[config.mk]
export PLATFORM = sky130hd
export DESIGN_NAME = sdcard
export DESIGN_NICKNAME = d
export VERILOG_FILES = /design/src/sd_host_pkg.sv /design/src/sd_proto_pkg.sv /design/src/sd_read_if.sv /design/src/sd_spi_if.sv /design/src/sd_clk_gen.sv /design/src/sd_reader.sv /design/src/sd_spi_engine.sv /design/src/sdcard.sv
export SDC_FILE = /design/constraint.sdc
export NUM_CORES = 2
export LEC_CHECK = 0
export ABC_AREA = 0
export BUFFER_PORTS_ARGS = -buffer_cell sky130_fd_sc_hd__buf_2
export CAP_MARGIN = 20
export CORE_MARGIN = 5
export CORE_UTILIZATION = 59
export CTS_BUF_LIST = sky130_fd_sc_hd__clkbuf_4 sky130_fd_sc_hd__clkbuf_8
export CTS_CLUSTER_DIAMETER = 120
export DETAILED_ROUTE_END_ITERATION = 8
export HOLD_SLACK_MARGIN = 0.03
export PLACE_DENSITY = 0.88
export SLEW_MARGIN = 10
export SYNTH_ARGS = -nofsm -noshare
export SYNTH_HDL_FRONTEND = slang
export SYNTH_SLANG_ARGS = --single-unit
[constraint.sdc]
create_clock -name clk -period 7.4 [get_ports clk]
set_clock_uncertainty 0.15 [all_clocks]
set_input_delay 0.74 -clock clk [delete_from_list [all_inputs] [get_ports clk]]
set_output_delay 0.74 -clock clk [all_outputs]
set_load 0.02 [all_outputs]
[src/sd_host_pkg.sv]
// sd host package
// user side opcodes, card type codes and sector geometry
`default_nettype none

package sd_host_pkg;

  // command port opcodes, sampled every cycle as plain levels
  typedef enum logic [1:0] {
    cmd_idle        = 2'd0,
    cmd_read_sector = 2'd1,
    cmd_next_byte   = 2'd2
  } host_cmd_e;

  // card type as found by bring-up
  typedef enum logic [1:0] {
    card_unknown = 2'd0,
    card_sdv1    = 2'd1,
    card_sdv2    = 2'd2,
    card_sdhc    = 2'd3
  } card_type_e;

  // one sector, held whole in the buffer
  localparam int sector_bytes = 512;
  // sector number width as given by the user
  localparam int sector_addr_w = 32;
  // buffer index width, log2 of sector_bytes
  localparam int byte_index_w = 9;

endpackage

`default_nettype wire

[src/sd_proto_pkg.sv]
// sd protocol package
// command indices, tokens, reader states and spi engine operations
`default_nettype none

package sd_proto_pkg;

  // command index field of a frame
  typedef enum logic [5:0] {
    go_idle      = 6'd0,
    send_if_cond = 6'd8,
    read_single  = 6'd17,
    app_op_cond  = 6'd41,
    app_cmd      = 6'd55,
    read_ocr     = 6'd58
  } sd_cmd_e;

  // engine operations
  typedef enum logic [1:0] {
    op_wake     = 2'd0,   // 80 clocks, mosi high
    op_cmd      = 2'd1,   // frame then r1
    op_cmd_long = 2'd2,   // frame then r1 and 4 more bytes
    op_rx_byte  = 2'd3    // single byte
  } spi_op_e;

  // reader FSM, also shown on card_stat
  typedef enum logic [3:0] {
    st_wake   = 4'd0,
    st_cmd0   = 4'd1,
    st_cmd8   = 4'd2,
    st_cmd55  = 4'd3,
    st_acmd41 = 4'd4,
    st_cmd58  = 4'd5,
    st_ready  = 4'd6,
    st_cmd17  = 4'd7,
    st_token  = 4'd8,
    st_data   = 4'd9,
    st_crc    = 4'd10,
    st_error  = 4'd11
  } reader_state_e;

  localparam logic [7:0] sd_start_token = 8'hFE;
  // voltage range 2.7-3.6V plus check pattern 0xAA
  localparam logic [31:0] sd_if_cond_arg = 32'h0000_01AA;
  // host supports high capacity
  localparam logic [31:0] sd_hcs_arg = 32'h4000_0000;
  localparam int resp_timeout_bytes = 16;

endpackage

`default_nettype wire

[src/sd_read_if.sv]
// sector read interface
// read requests from the host and the sector byte stream back
`timescale 1ns/100ps
`default_nettype none

interface sd_read_if;
  import sd_host_pkg::*;

  // request, rsector valid with the rstart pulse
  logic                     rstart;
  logic [sector_addr_w-1:0] rsector;
  // status and data stream
  logic                     rbusy;
  logic                     rdone;
  logic                     outen;
  logic [byte_index_w-1:0]  outaddr;
  logic [7:0]               outbyte;

  modport reader (input rstart, rsector,
                  output rbusy, rdone, outen, outaddr, outbyte);

  modport host (output rstart, rsector,
                input rbusy, rdone, outen, outaddr, outbyte);

endinterface

`default_nettype wire

[src/sd_spi_if.sv]
// spi engine control interface
// one operation per start, answered by exactly one done
`timescale 1ns/100ps
`default_nettype none

interface sd_spi_if;
  import sd_proto_pkg::*;

  // request side, only while the engine is idle
  logic        start;
  spi_op_e     op;
  sd_cmd_e     index;
  logic [31:0] arg;
  // result side, all valid with done
  logic        done;
  logic [7:0]  r1;
  logic [31:0] resp;
  logic [7:0]  rx_byte;
  logic        timeout;

  modport ctrl (output start, op, index, arg,
                input done, r1, resp, rx_byte, timeout);

  modport engine (input start, op, index, arg,
                  output done, r1, resp, rx_byte, timeout);

endinterface

`default_nettype wire

[src/sd_clk_gen.sv]
// card clock divider
// half period of 2**clock_divider clk cycles, one-cycle edge strobes
`timescale 1ns/100ps
`default_nettype none

module sd_clk_gen #(
  parameter int unsigned clock_divider = 2
) (
  input  wire  clk,
  input  wire  rst_n,
  input  wire  enable,
  output logic sclk,
  output logic rise,
  output logic fall
);

  logic [clock_divider-1:0] cnt;

  always_ff @(posedge clk) begin
    if (!rst_n) begin
      cnt  <= '0;
      sclk <= 1'b0;
      rise <= 1'b0;
      fall <= 1'b0;
    end else if (!enable) begin
      // parked, clock held low and the next edge is a rise
      cnt  <= '0;
      sclk <= 1'b0;
      rise <= 1'b0;
      fall <= 1'b0;
    end else begin
      cnt  <= cnt + 1'b1;
      rise <= 1'b0;
      fall <= 1'b0;
      if (cnt == '1) begin
        sclk <= !sclk;
        // strobe is high in the cycle after the pin edge
        rise <= !sclk;
        fall <= sclk;
      end
    end
  end

endmodule

`default_nettype wire

[src/sd_reader.sv]
// sd card reader
// SDv2/SDHC bring-up, then single sector reads streamed out byte by byte
`timescale 1ns/100ps
`default_nettype none

module sd_reader #(
  parameter int unsigned clock_divider = 2
) (
  input  wire                       clk,
  input  wire                       rst_n,
  sd_read_if.reader                 host,
  output wire                       sd_clk,
  output wire                       sd_mosi,
  input  wire                       sd_miso,
  output wire  [3:0]                card_stat,
  output sd_host_pkg::card_type_e   card_type
);
  import sd_host_pkg::*;
  import sd_proto_pkg::*;

  reader_state_e           state;
  logic                    pending;
  logic [31:0]             cmd_arg;
  // token poll count, then data address, then crc byte count
  logic [byte_index_w-1:0] cnt;

  sd_spi_if spi ();

  sd_spi_engine #(.clock_divider(clock_divider)) i_engine (
    .clk     (clk),
    .rst_n   (rst_n),
    .ctrl    (spi),
    .sd_clk  (sd_clk),
    .sd_mosi (sd_mosi),
    .sd_miso (sd_miso)
  );

  assign card_stat  = state;
  // busy through bring-up, each read and a failed card
  assign host.rbusy = (state != st_ready);

  // operation for the current state
  always_comb begin
    spi.op    = op_rx_byte;
    spi.index = go_idle;
    spi.arg   = '0;
    case (state)
      st_wake:  spi.op = op_wake;
      st_cmd0:  spi.op = op_cmd;
      st_cmd8: begin
        spi.op    = op_cmd_long;
        spi.index = send_if_cond;
        spi.arg   = sd_if_cond_arg;
      end
      st_cmd55: begin
        spi.op    = op_cmd;
        spi.index = app_cmd;
      end
      st_acmd41: begin
        spi.op    = op_cmd;
        spi.index = app_op_cond;
        spi.arg   = sd_hcs_arg;
      end
      st_cmd58: begin
        spi.op    = op_cmd_long;
        spi.index = read_ocr;
      end
      st_cmd17: begin
        spi.op    = op_cmd;
        spi.index = read_single;
        spi.arg   = cmd_arg;
      end
      default: spi.op = op_rx_byte;
    endcase
  end

  always_ff @(posedge clk) begin
    if (!rst_n) begin
      state      <= st_wake;
      pending    <= 1'b0;
      cnt        <= '0;
      card_type  <= card_unknown;
      spi.start  <= 1'b0;
      host.rdone <= 1'b0;
      host.outen <= 1'b0;
    end else begin
      spi.start  <= 1'b0;
      host.rdone <= 1'b0;
      host.outen <= 1'b0;
      case (state)
        st_ready: begin
          if (host.rstart) begin
            // standard capacity cards take a byte address
            cmd_arg <= (card_type == card_sdhc) ? host.rsector
                                                : host.rsector << byte_index_w;
            state   <= st_cmd17;
          end
        end
        st_error: ;
        default: begin
          if (!pending) begin
            spi.start <= 1'b1;
            pending   <= 1'b1;
          end else if (spi.done) begin
            pending <= 1'b0;
            state   <= st_error;
            case (state)
              st_wake: state <= st_cmd0;
              st_cmd0:
                if (!spi.timeout && spi.r1 == 8'h01) state <= st_cmd8;
              st_cmd8:
                // idle and the check pattern echoed
                if (!spi.timeout && spi.r1 == 8'h01 && spi.resp[11:0] == sd_if_cond_arg[11:0])
                  state <= st_cmd55;
              st_cmd55:
                if (!spi.timeout && spi.r1[7:1] == 7'd0) state <= st_acmd41;
              st_acmd41: begin
                if (!spi.timeout && spi.r1 == 8'h00) state <= st_cmd58;
                else if (!spi.timeout && spi.r1 == 8'h01) state <= st_cmd55;
              end
              st_cmd58: begin
                if (!spi.timeout && spi.r1 == 8'h00) begin
                  // ccs bit of the ocr
                  card_type <= spi.resp[30] ? card_sdhc : card_sdv2;
                  state     <= st_ready;
                end
              end
              st_cmd17: begin
                if (!spi.timeout && spi.r1 == 8'h00) begin
                  cnt   <= '0;
                  state <= st_token;
                end
              end
              st_token: begin
                if (spi.rx_byte == sd_start_token) begin
                  cnt   <= '0;
                  state <= st_data;
                end else if (cnt != '1) begin
                  cnt   <= cnt + 1'b1;
                  state <= st_token;
                end
              end
              st_data: begin
                host.outen   <= 1'b1;
                host.outbyte <= spi.rx_byte;
                host.outaddr <= cnt;
                // wraps back to 0 after the last byte
                cnt          <= cnt + 1'b1;
                state        <= (cnt == byte_index_w'(sector_bytes - 1)) ? st_crc : st_data;
              end
              st_crc: begin
                // two crc16 bytes, dropped
                cnt <= cnt + 1'b1;
                if (cnt[0]) begin
                  host.rdone <= 1'b1;
                  state      <= st_ready;
                end else begin
                  state <= st_crc;
                end
              end
              default: state <= st_error;
            endcase
          end
        end
      endcase
    end
  end

endmodule

`default_nettype wire

[src/sd_spi_engine.sv]
// spi mode engine
// sends 48-bit command frames with crc7, polls for r1, receives data bytes
`timescale 1ns/100ps
`default_nettype none

module sd_spi_engine #(
  parameter int unsigned clock_divider = 2
) (
  input  wire       clk,
  input  wire       rst_n,
  sd_spi_if.engine  ctrl,
  output wire       sd_clk,
  output wire       sd_mosi,
  input  wire       sd_miso
);
  import sd_proto_pkg::*;

  typedef enum logic [2:0] {
    ph_idle, ph_wake, ph_frame, ph_poll, ph_long, ph_rx
  } phase_e;

  phase_e      phase;
  spi_op_e     op_q;
  logic [47:0] tx_sr;
  logic [7:0]  rx_sr;
  logic [3:0]  bit_cnt;
  logic [4:0]  byte_cnt;
  logic        sclk_level;
  logic        rise;
  logic        fall;
  logic [39:0] frame_head;

  // crc7, polynomial x^7 + x^3 + 1, one bit per loop step msb first
  function automatic logic [6:0] crc7(input logic [39:0] data);
    logic [6:0] c;
    logic       fb;
    c = '0;
    for (int i = 39; i >= 0; i--) begin
      fb = data[i] ^ c[6];
      c  = {c[5:0], 1'b0};
      if (fb) c = c ^ 7'h09;
    end
    return c;
  endfunction

  // start bit 0, transmission bit 1, index, argument
  assign frame_head = {2'b01, ctrl.index, ctrl.arg};

  sd_clk_gen #(.clock_divider(clock_divider)) i_clk_gen (
    .clk    (clk),
    .rst_n  (rst_n),
    .enable (phase != ph_idle),
    .sclk   (sclk_level),
    .rise   (rise),
    .fall   (fall)
  );

  assign sd_clk  = sclk_level;
  // ones are shifted in behind the frame so mosi idles high
  assign sd_mosi = tx_sr[47];

  always_ff @(posedge clk) begin
    if (!rst_n) begin
      phase     <= ph_idle;
      tx_sr     <= '1;
      bit_cnt   <= '0;
      byte_cnt  <= '0;
      ctrl.done <= 1'b0;
    end else begin
      ctrl.done <= 1'b0;
      if (phase == ph_idle) begin
        if (ctrl.start) begin
          op_q         <= ctrl.op;
          bit_cnt      <= '0;
          byte_cnt     <= '0;
          ctrl.timeout <= 1'b0;
          case (ctrl.op)
            op_wake: begin
              tx_sr <= '1;
              phase <= ph_wake;
            end
            op_rx_byte: begin
              tx_sr <= '1;
              phase <= ph_rx;
            end
            default: begin
              tx_sr <= {frame_head, crc7(frame_head), 1'b1};
              phase <= ph_frame;
            end
          endcase
        end
      end else if (rise) begin
        // miso sampled while sclk is high
        rx_sr   <= {rx_sr[6:0], sd_miso};
        bit_cnt <= bit_cnt + 1'b1;
      end else if (fall) begin
        // next bit goes out on every fall
        tx_sr <= {tx_sr[46:0], 1'b1};
        if (bit_cnt == 4'd8) begin
          // a whole byte has gone out and come in
          bit_cnt  <= '0;
          byte_cnt <= byte_cnt + 1'b1;
          case (phase)
            ph_wake: begin
              // 10 bytes give the 80 wake clocks
              if (byte_cnt == 5'd9) begin
                phase     <= ph_idle;
                ctrl.done <= 1'b1;
              end
            end
            ph_frame: begin
              if (byte_cnt == 5'd5) begin
                byte_cnt <= '0;
                phase    <= ph_poll;
              end
            end
            ph_poll: begin
              if (!rx_sr[7]) begin
                // r1 starts with a 0 bit
                ctrl.r1  <= rx_sr;
                byte_cnt <= '0;
                if (op_q == op_cmd_long) begin
                  phase <= ph_long;
                end else begin
                  phase     <= ph_idle;
                  ctrl.done <= 1'b1;
                end
              end else if (byte_cnt == 5'(resp_timeout_bytes - 1)) begin
                ctrl.timeout <= 1'b1;
                phase        <= ph_idle;
                ctrl.done    <= 1'b1;
              end
            end
            ph_long: begin
              // trailing 4 bytes, msb first
              ctrl.resp <= {ctrl.resp[23:0], rx_sr};
              if (byte_cnt == 5'd3) begin
                phase     <= ph_idle;
                ctrl.done <= 1'b1;
              end
            end
            default: begin
              ctrl.rx_byte <= rx_sr;
              phase        <= ph_idle;
              ctrl.done    <= 1'b1;
            end
          endcase
        end
      end
    end
  end

endmodule

`default_nettype wire

[src/sdcard.sv]
// sd card sector reader, top level
// buffers one 512-byte sector and serves it a byte per command
`timescale 1ns/100ps
`default_nettype none

module sdcard #(
  parameter int unsigned clock_divider = 2
) (
  input  wire                           clk,
  input  wire                           rst_n,
  input  wire sd_host_pkg::host_cmd_e   command,
  input  wire [31:0]                    sector_address,
  output logic [7:0]                    data_out,
  output logic                          busy,
  output wire  [3:0]                    card_stat,
  output wire sd_host_pkg::card_type_e  card_type,
  output wire                           sd_clk,
  output wire                           sd_mosi,
  input  wire                           sd_miso
);
  import sd_host_pkg::*;

  typedef enum logic [1:0] {
    hs_init,
    hs_idle,
    hs_reading
  } host_state_e;

  host_state_e             state;
  logic [7:0]              buffer [sector_bytes];
  logic [byte_index_w-1:0] index;

  sd_read_if rd ();

  sd_reader #(.clock_divider(clock_divider)) i_reader (
    .clk       (clk),
    .rst_n     (rst_n),
    .host      (rd),
    .sd_clk    (sd_clk),
    .sd_mosi   (sd_mosi),
    .sd_miso   (sd_miso),
    .card_stat (card_stat),
    .card_type (card_type)
  );

  // byte under the index, no register in the path
  always_comb begin
    data_out = buffer[index];
  end

  // sector store, addressed by the stream itself
  always_ff @(posedge clk) begin
    if (rd.outen) buffer[rd.outaddr] <= rd.outbyte;
  end

  always_ff @(posedge clk) begin
    if (!rst_n) begin
      state     <= hs_init;
      busy      <= 1'b1;
      index     <= '0;
      rd.rstart <= 1'b0;
    end else begin
      rd.rstart <= 1'b0;
      case (state)
        hs_init: begin
          // stays here for good if bring-up fails
          if (!rd.rbusy) begin
            busy  <= 1'b0;
            state <= hs_idle;
          end
        end
        hs_idle: begin
          if (command == cmd_read_sector) begin
            rd.rsector <= sector_address;
            rd.rstart  <= 1'b1;
            index      <= '0;
            busy       <= 1'b1;
            state      <= hs_reading;
          end else if (command == cmd_next_byte) begin
            index <= index + 1'b1;
          end
        end
        default: begin
          // follow the stream, wraps to 0 after byte 511
          if (rd.outen) index <= rd.outaddr + 1'b1;
          if (rd.rdone) begin
            busy  <= 1'b0;
            state <= hs_idle;
          end
        end
      endcase
    end
  end

endmodule

`default_nettype wire

==> results.tsv <==
stage	metric	value	unit
yosys	synth_area_per_cell	20.7	µm²
yosys	syn_nets	8223	
finish	drive_gt1_share	27.6	%
sta	timing.hold.ws	0.241	ns
finish	fin_util	65.6	%
floorplanning	dieWidth	546	µm
yosys	synth_area_leaders	edfxtp_1, mux4_2, mux2i_1	
critical_path	reg2reg_from	i_reader.card_stat[0]$_SDFFE_PN0P_	
finish	final_common_cell	edfxtp_1	
floorplanning	dieHeight	546	µm
global_routing	grt_overflow	0	
outcome	status	complete, but fails checks	
yosys	synth.largest_area_cell	edfxtp_1	
worst_hold_path	whs_path_depth	3	
yosys	async_flop_share	0	%
floorplanning	coreArea	285000	µm²
route	wirelength	452	mm
yosys	yosys.area.top_type_share	74.7	%
sta	period_needed	7.21	ns
floorplanning	io_pins	54	
clocking	cts_setup_buffers	0	
clocking	tritoncts	done	
clocking	cts.repair.resized	0	
critical_path	worst-path-stages	10	
route	drc	0	
sta	finalHoldViolCount	0	
critical_path	path_max_fanout	30	
critical_path	crit_path_end_kind	primary output	
worst_hold_path	hold_class	in -> reg	
sta	rsz0062_at_grt	no	
clocking	root_buffer	clkbuf_8	
route	dr.first_iter.drc_count	17500	
sta	worst_slew_pin_slew	1.50	ns
yosys	ys_types	71	
critical_path	rrSetupSlack	3.11	ns
global_routing	grt_max_degree	244	
route	drt_first_pass_iters	6	
sta	max_freq	139	MHz
sta	relSlewSlack	-0.277	%
flow_run	cap_viol_max_count	0	
power_and_ir_drop	pwr_density_cell	245	nW/µm²
placement	place.port_buffers	53	
clocking	path_clk_slew	0.07	ns
critical_path	critPathSlowestCell	dfxtp_4	
yosys	synthFlopType	edfxtp_1	
critical_path	r2r_end	i_reader.i_engine.tx_sr[4]$_SDFFE_PN1P_	
yosys	synth_cells	8171	
route	post_drt_via_cell_ratio	7.14	
yosys	yosysWarnings	0	
finish	nNetsFinal	8636	
global_routing	grt_pass1_vias	92700	
finish	fin_cells	12900	
critical_path	cp-start-kind	register	
critical_path	cp_num_buf_inv	2	
outcome	violations	max-slew violations	
clocking	h-tree-depth	6	
sta	slew_viol_final	9	
critical_path	path_cells	buf_4 > mux4_2 > mux2_2 > o21ai_0 > a221oi_1 > a21oi_1 > nand2_1 > a31oi_1 > o221ai_1 > buf_2	
placement	gp_congestion	0.834	
placement	place_inst	11700	
yosys	synth-edff-count	4218	
clocking	cts-hold-fix-buffers	34	
critical_path	r2r_cells	10	
sta	period_share	97.5	%
power_and_ir_drop	cellLeakagePower	0.0559	µW
yosys	ys_seq_area_share	76.0	%
critical_path	endpoint	data_out[4]	
critical_path	critPathMaxStageDelay	1.11	ns
critical_path	cp.arrival	6.32	ns
critical_path	required	6.51	ns
global_routing	grt_pass1_wl	652	mm
clocking	cts_buffers	634	
finish	layout_common_cells	edfxtp_1, mux4_2, clkbuf_8, nor2_1, mux2i_1	
route	drtAntennaViolNets	0	
yosys	ys_seq_elements	4324	
critical_path	crit_type	reg -> out	
sta	setup_viol	0	
floorplanning	initial_core_util	59.4	%
global_routing	grt_use_total	30.0	%
clocking	clk_latency	1.06	ns
placement	dp_hpwl	247	mm
power_and_ir_drop	irDropWorstVdd	0.182	mV
global_routing	antenna_found_initial	23	
finish	syn_to_final_growth	10.4	%
route	post_drt_wl_per_cell	35.2	µm
clocking	clock_sinks	4324	
clocking	clockBufferDepth	4	
route	dr_total_vias	91800	
floorplanning	rows	196	
yosys	synth_area	169000	µm²
critical_path	path_delay_family	compound AO/OA/AOI/OAI gates	
floorplanning	dieArea	298000	µm²
==> routing by layer <==
metal | global-route usage (%) | wire length, µm | vias to the layer above
met4 | 16.8 | 30300 | 24
met2 | 46.4 | 215000 | 9593
met3 | 9.03 | 67000 | 2030
li1 | - | - | 34600
met1 | 38.5 | 140000 | 45500
met5 | 0 | 176 | -
==> per-stage QoR <==
stage / total power [µW] / setup WS (ns) / setup TNS [ns] / area [µm²]
after global routing: 47100 / 0.135 / 0 / 187000
after CTS: 45800 / 0.324 / 0 / 187000
after floorplan: 27100 / -0.343 / -1405.53 / 169000
final: 45900 / 0.187 / 0 / 187000
after global placement: 27100 / 1.16 / 0 / 174000
after detailed placement: 27100 / 1.48 / 0 / 174000
==> power breakdown <==
group	total, µW	leakage [µW]	switching, µW	internal (µW)
registers	26500	0.0388	12.8	26500
clock network	19300	0.00646	9440	9890
logic	107	0.0106	62.5	44.5
==> area by class of cell <==
type | count | area [µm²]
clock buffers | 852 | 10500
repair buffers | 297 | 2810
multi-input cells | 3308 | 38400
flip-flops and latches | 4324 | 129000
fillers | 16200 | 98300
inverters | 19 | 71.3
diodes | 24 | 60.1
well taps | 3762 | 4710
clock inverters | 274 | 1820
==> registers in the layout (all words and copies together) (netlist names), 2 cells and up, named ones only <==
| register | count |
|---|---|
| i_reader.cnt | 9 |
| rd.rsector | 32 |
| state | 2 |
| i_reader.card_type | 2 |
| i_reader.i_engine.op_q | 2 |
| i_reader.i_engine.byte_cnt | 5 |
| i_reader.i_engine.ctrl.rx_byte | 8 |
| i_reader.card_stat | 4 |
| i_reader.cmd_arg | 32 |
| i_reader.i_engine.phase | 3 |
| i_reader.i_engine.rx_sr | 8 |
| i_reader.host.outaddr | 9 |
| i_reader.i_engine.bit_cnt | 4 |
| i_reader.i_engine.ctrl.r1 | 7 |
| i_reader.i_engine.i_clk_gen.cnt | 2 |
| index | 9 |
| i_reader.i_engine.tx_sr | 47 |
| buffer | 4096 |
| i_reader.i_engine.ctrl.resp | 15 |
| i_reader.host.outbyte | 8 |
==> worst min path at each step <==
| stage | end | start | slack, ns |
|---|---|---|---|
| 2_1_floorplan | i_reader.i_engine.i_clk_gen.cnt[0]$_SDFF_PN0_ | i_reader.i_engine.i_clk_gen.cnt[0]$_SDFF_PN0_ | 0.25 |
| 3_3_place_gp | i_reader.i_engine.i_clk_gen.cnt[0]$_SDFF_PN0_ | i_reader.i_engine.i_clk_gen.cnt[0]$_SDFF_PN0_ | 0.26 |
| 3_5_place_dp | i_reader.i_engine.ctrl.resp[30]$_DFFE_PP_ | i_reader.i_engine.ctrl.resp[22]$_DFFE_PP_ | 0.26 |
| 4_1_cts | rd.rstart$_SDFF_PN0_ | command[0] | 0.15 |
| 5_1_grt | rd.rstart$_SDFF_PN0_ | command[0] | 0.22 |
| 6_report | rd.rstart$_SDFF_PN0_ | command[0] | 0.24 |
==> cells in the mapped netlist, drive strengths merged (10+ instances only) <==
master / n
edfxtp: 4218
mux4: 1054
nor2: 593
mux2i: 297
nand2: 270
clkbuf: 262
buf: 258
o21ai: 193
mux2: 174
a21oi: 109
dfxtp: 106
nand3: 88
a221oi: 81
xnor2: 35
nor2b: 34
o211ai: 33
nor3: 30
a221o: 29
a22oi: 29
xor2: 28
a211oi: 27
and3: 27
inv: 18
ha: 15
nand4: 14
o221ai: 12
nand2b: 11
a31oi: 10
==> worst reg2reg max path: cells and delay by family (launching register included) <==
kind / cells / cell delay, ns
xor+xnor: 5 / 1.30
simple gates: 3 / 1.09
flops: 1 / 1.05
buf+inv: 1 / 0.41
compound gates: 1 / 0.15
==> cells by family (layout without fill, tap and decap cells) <==
group | count (synthesis) | count (layout) | synth area share [%]
flip-flops | 4324 | 4324 | 76.0
multiplexers | 1525 | 1525 | 16.9
AND/OR/NAND/NOR | 1115 | 1115 | 2.79
AO/OA/AOI/OAI | 582 | 582 | 2.28
buffers and inverters | 539 | 1442 | 1.46
XOR/XNOR | 71 | 71 | 0.446
adder cells (fa/ha/maj) | 15 | 15 | 0.111
other | 0 | 24 | 0
(Power assumes the default switching activity.)
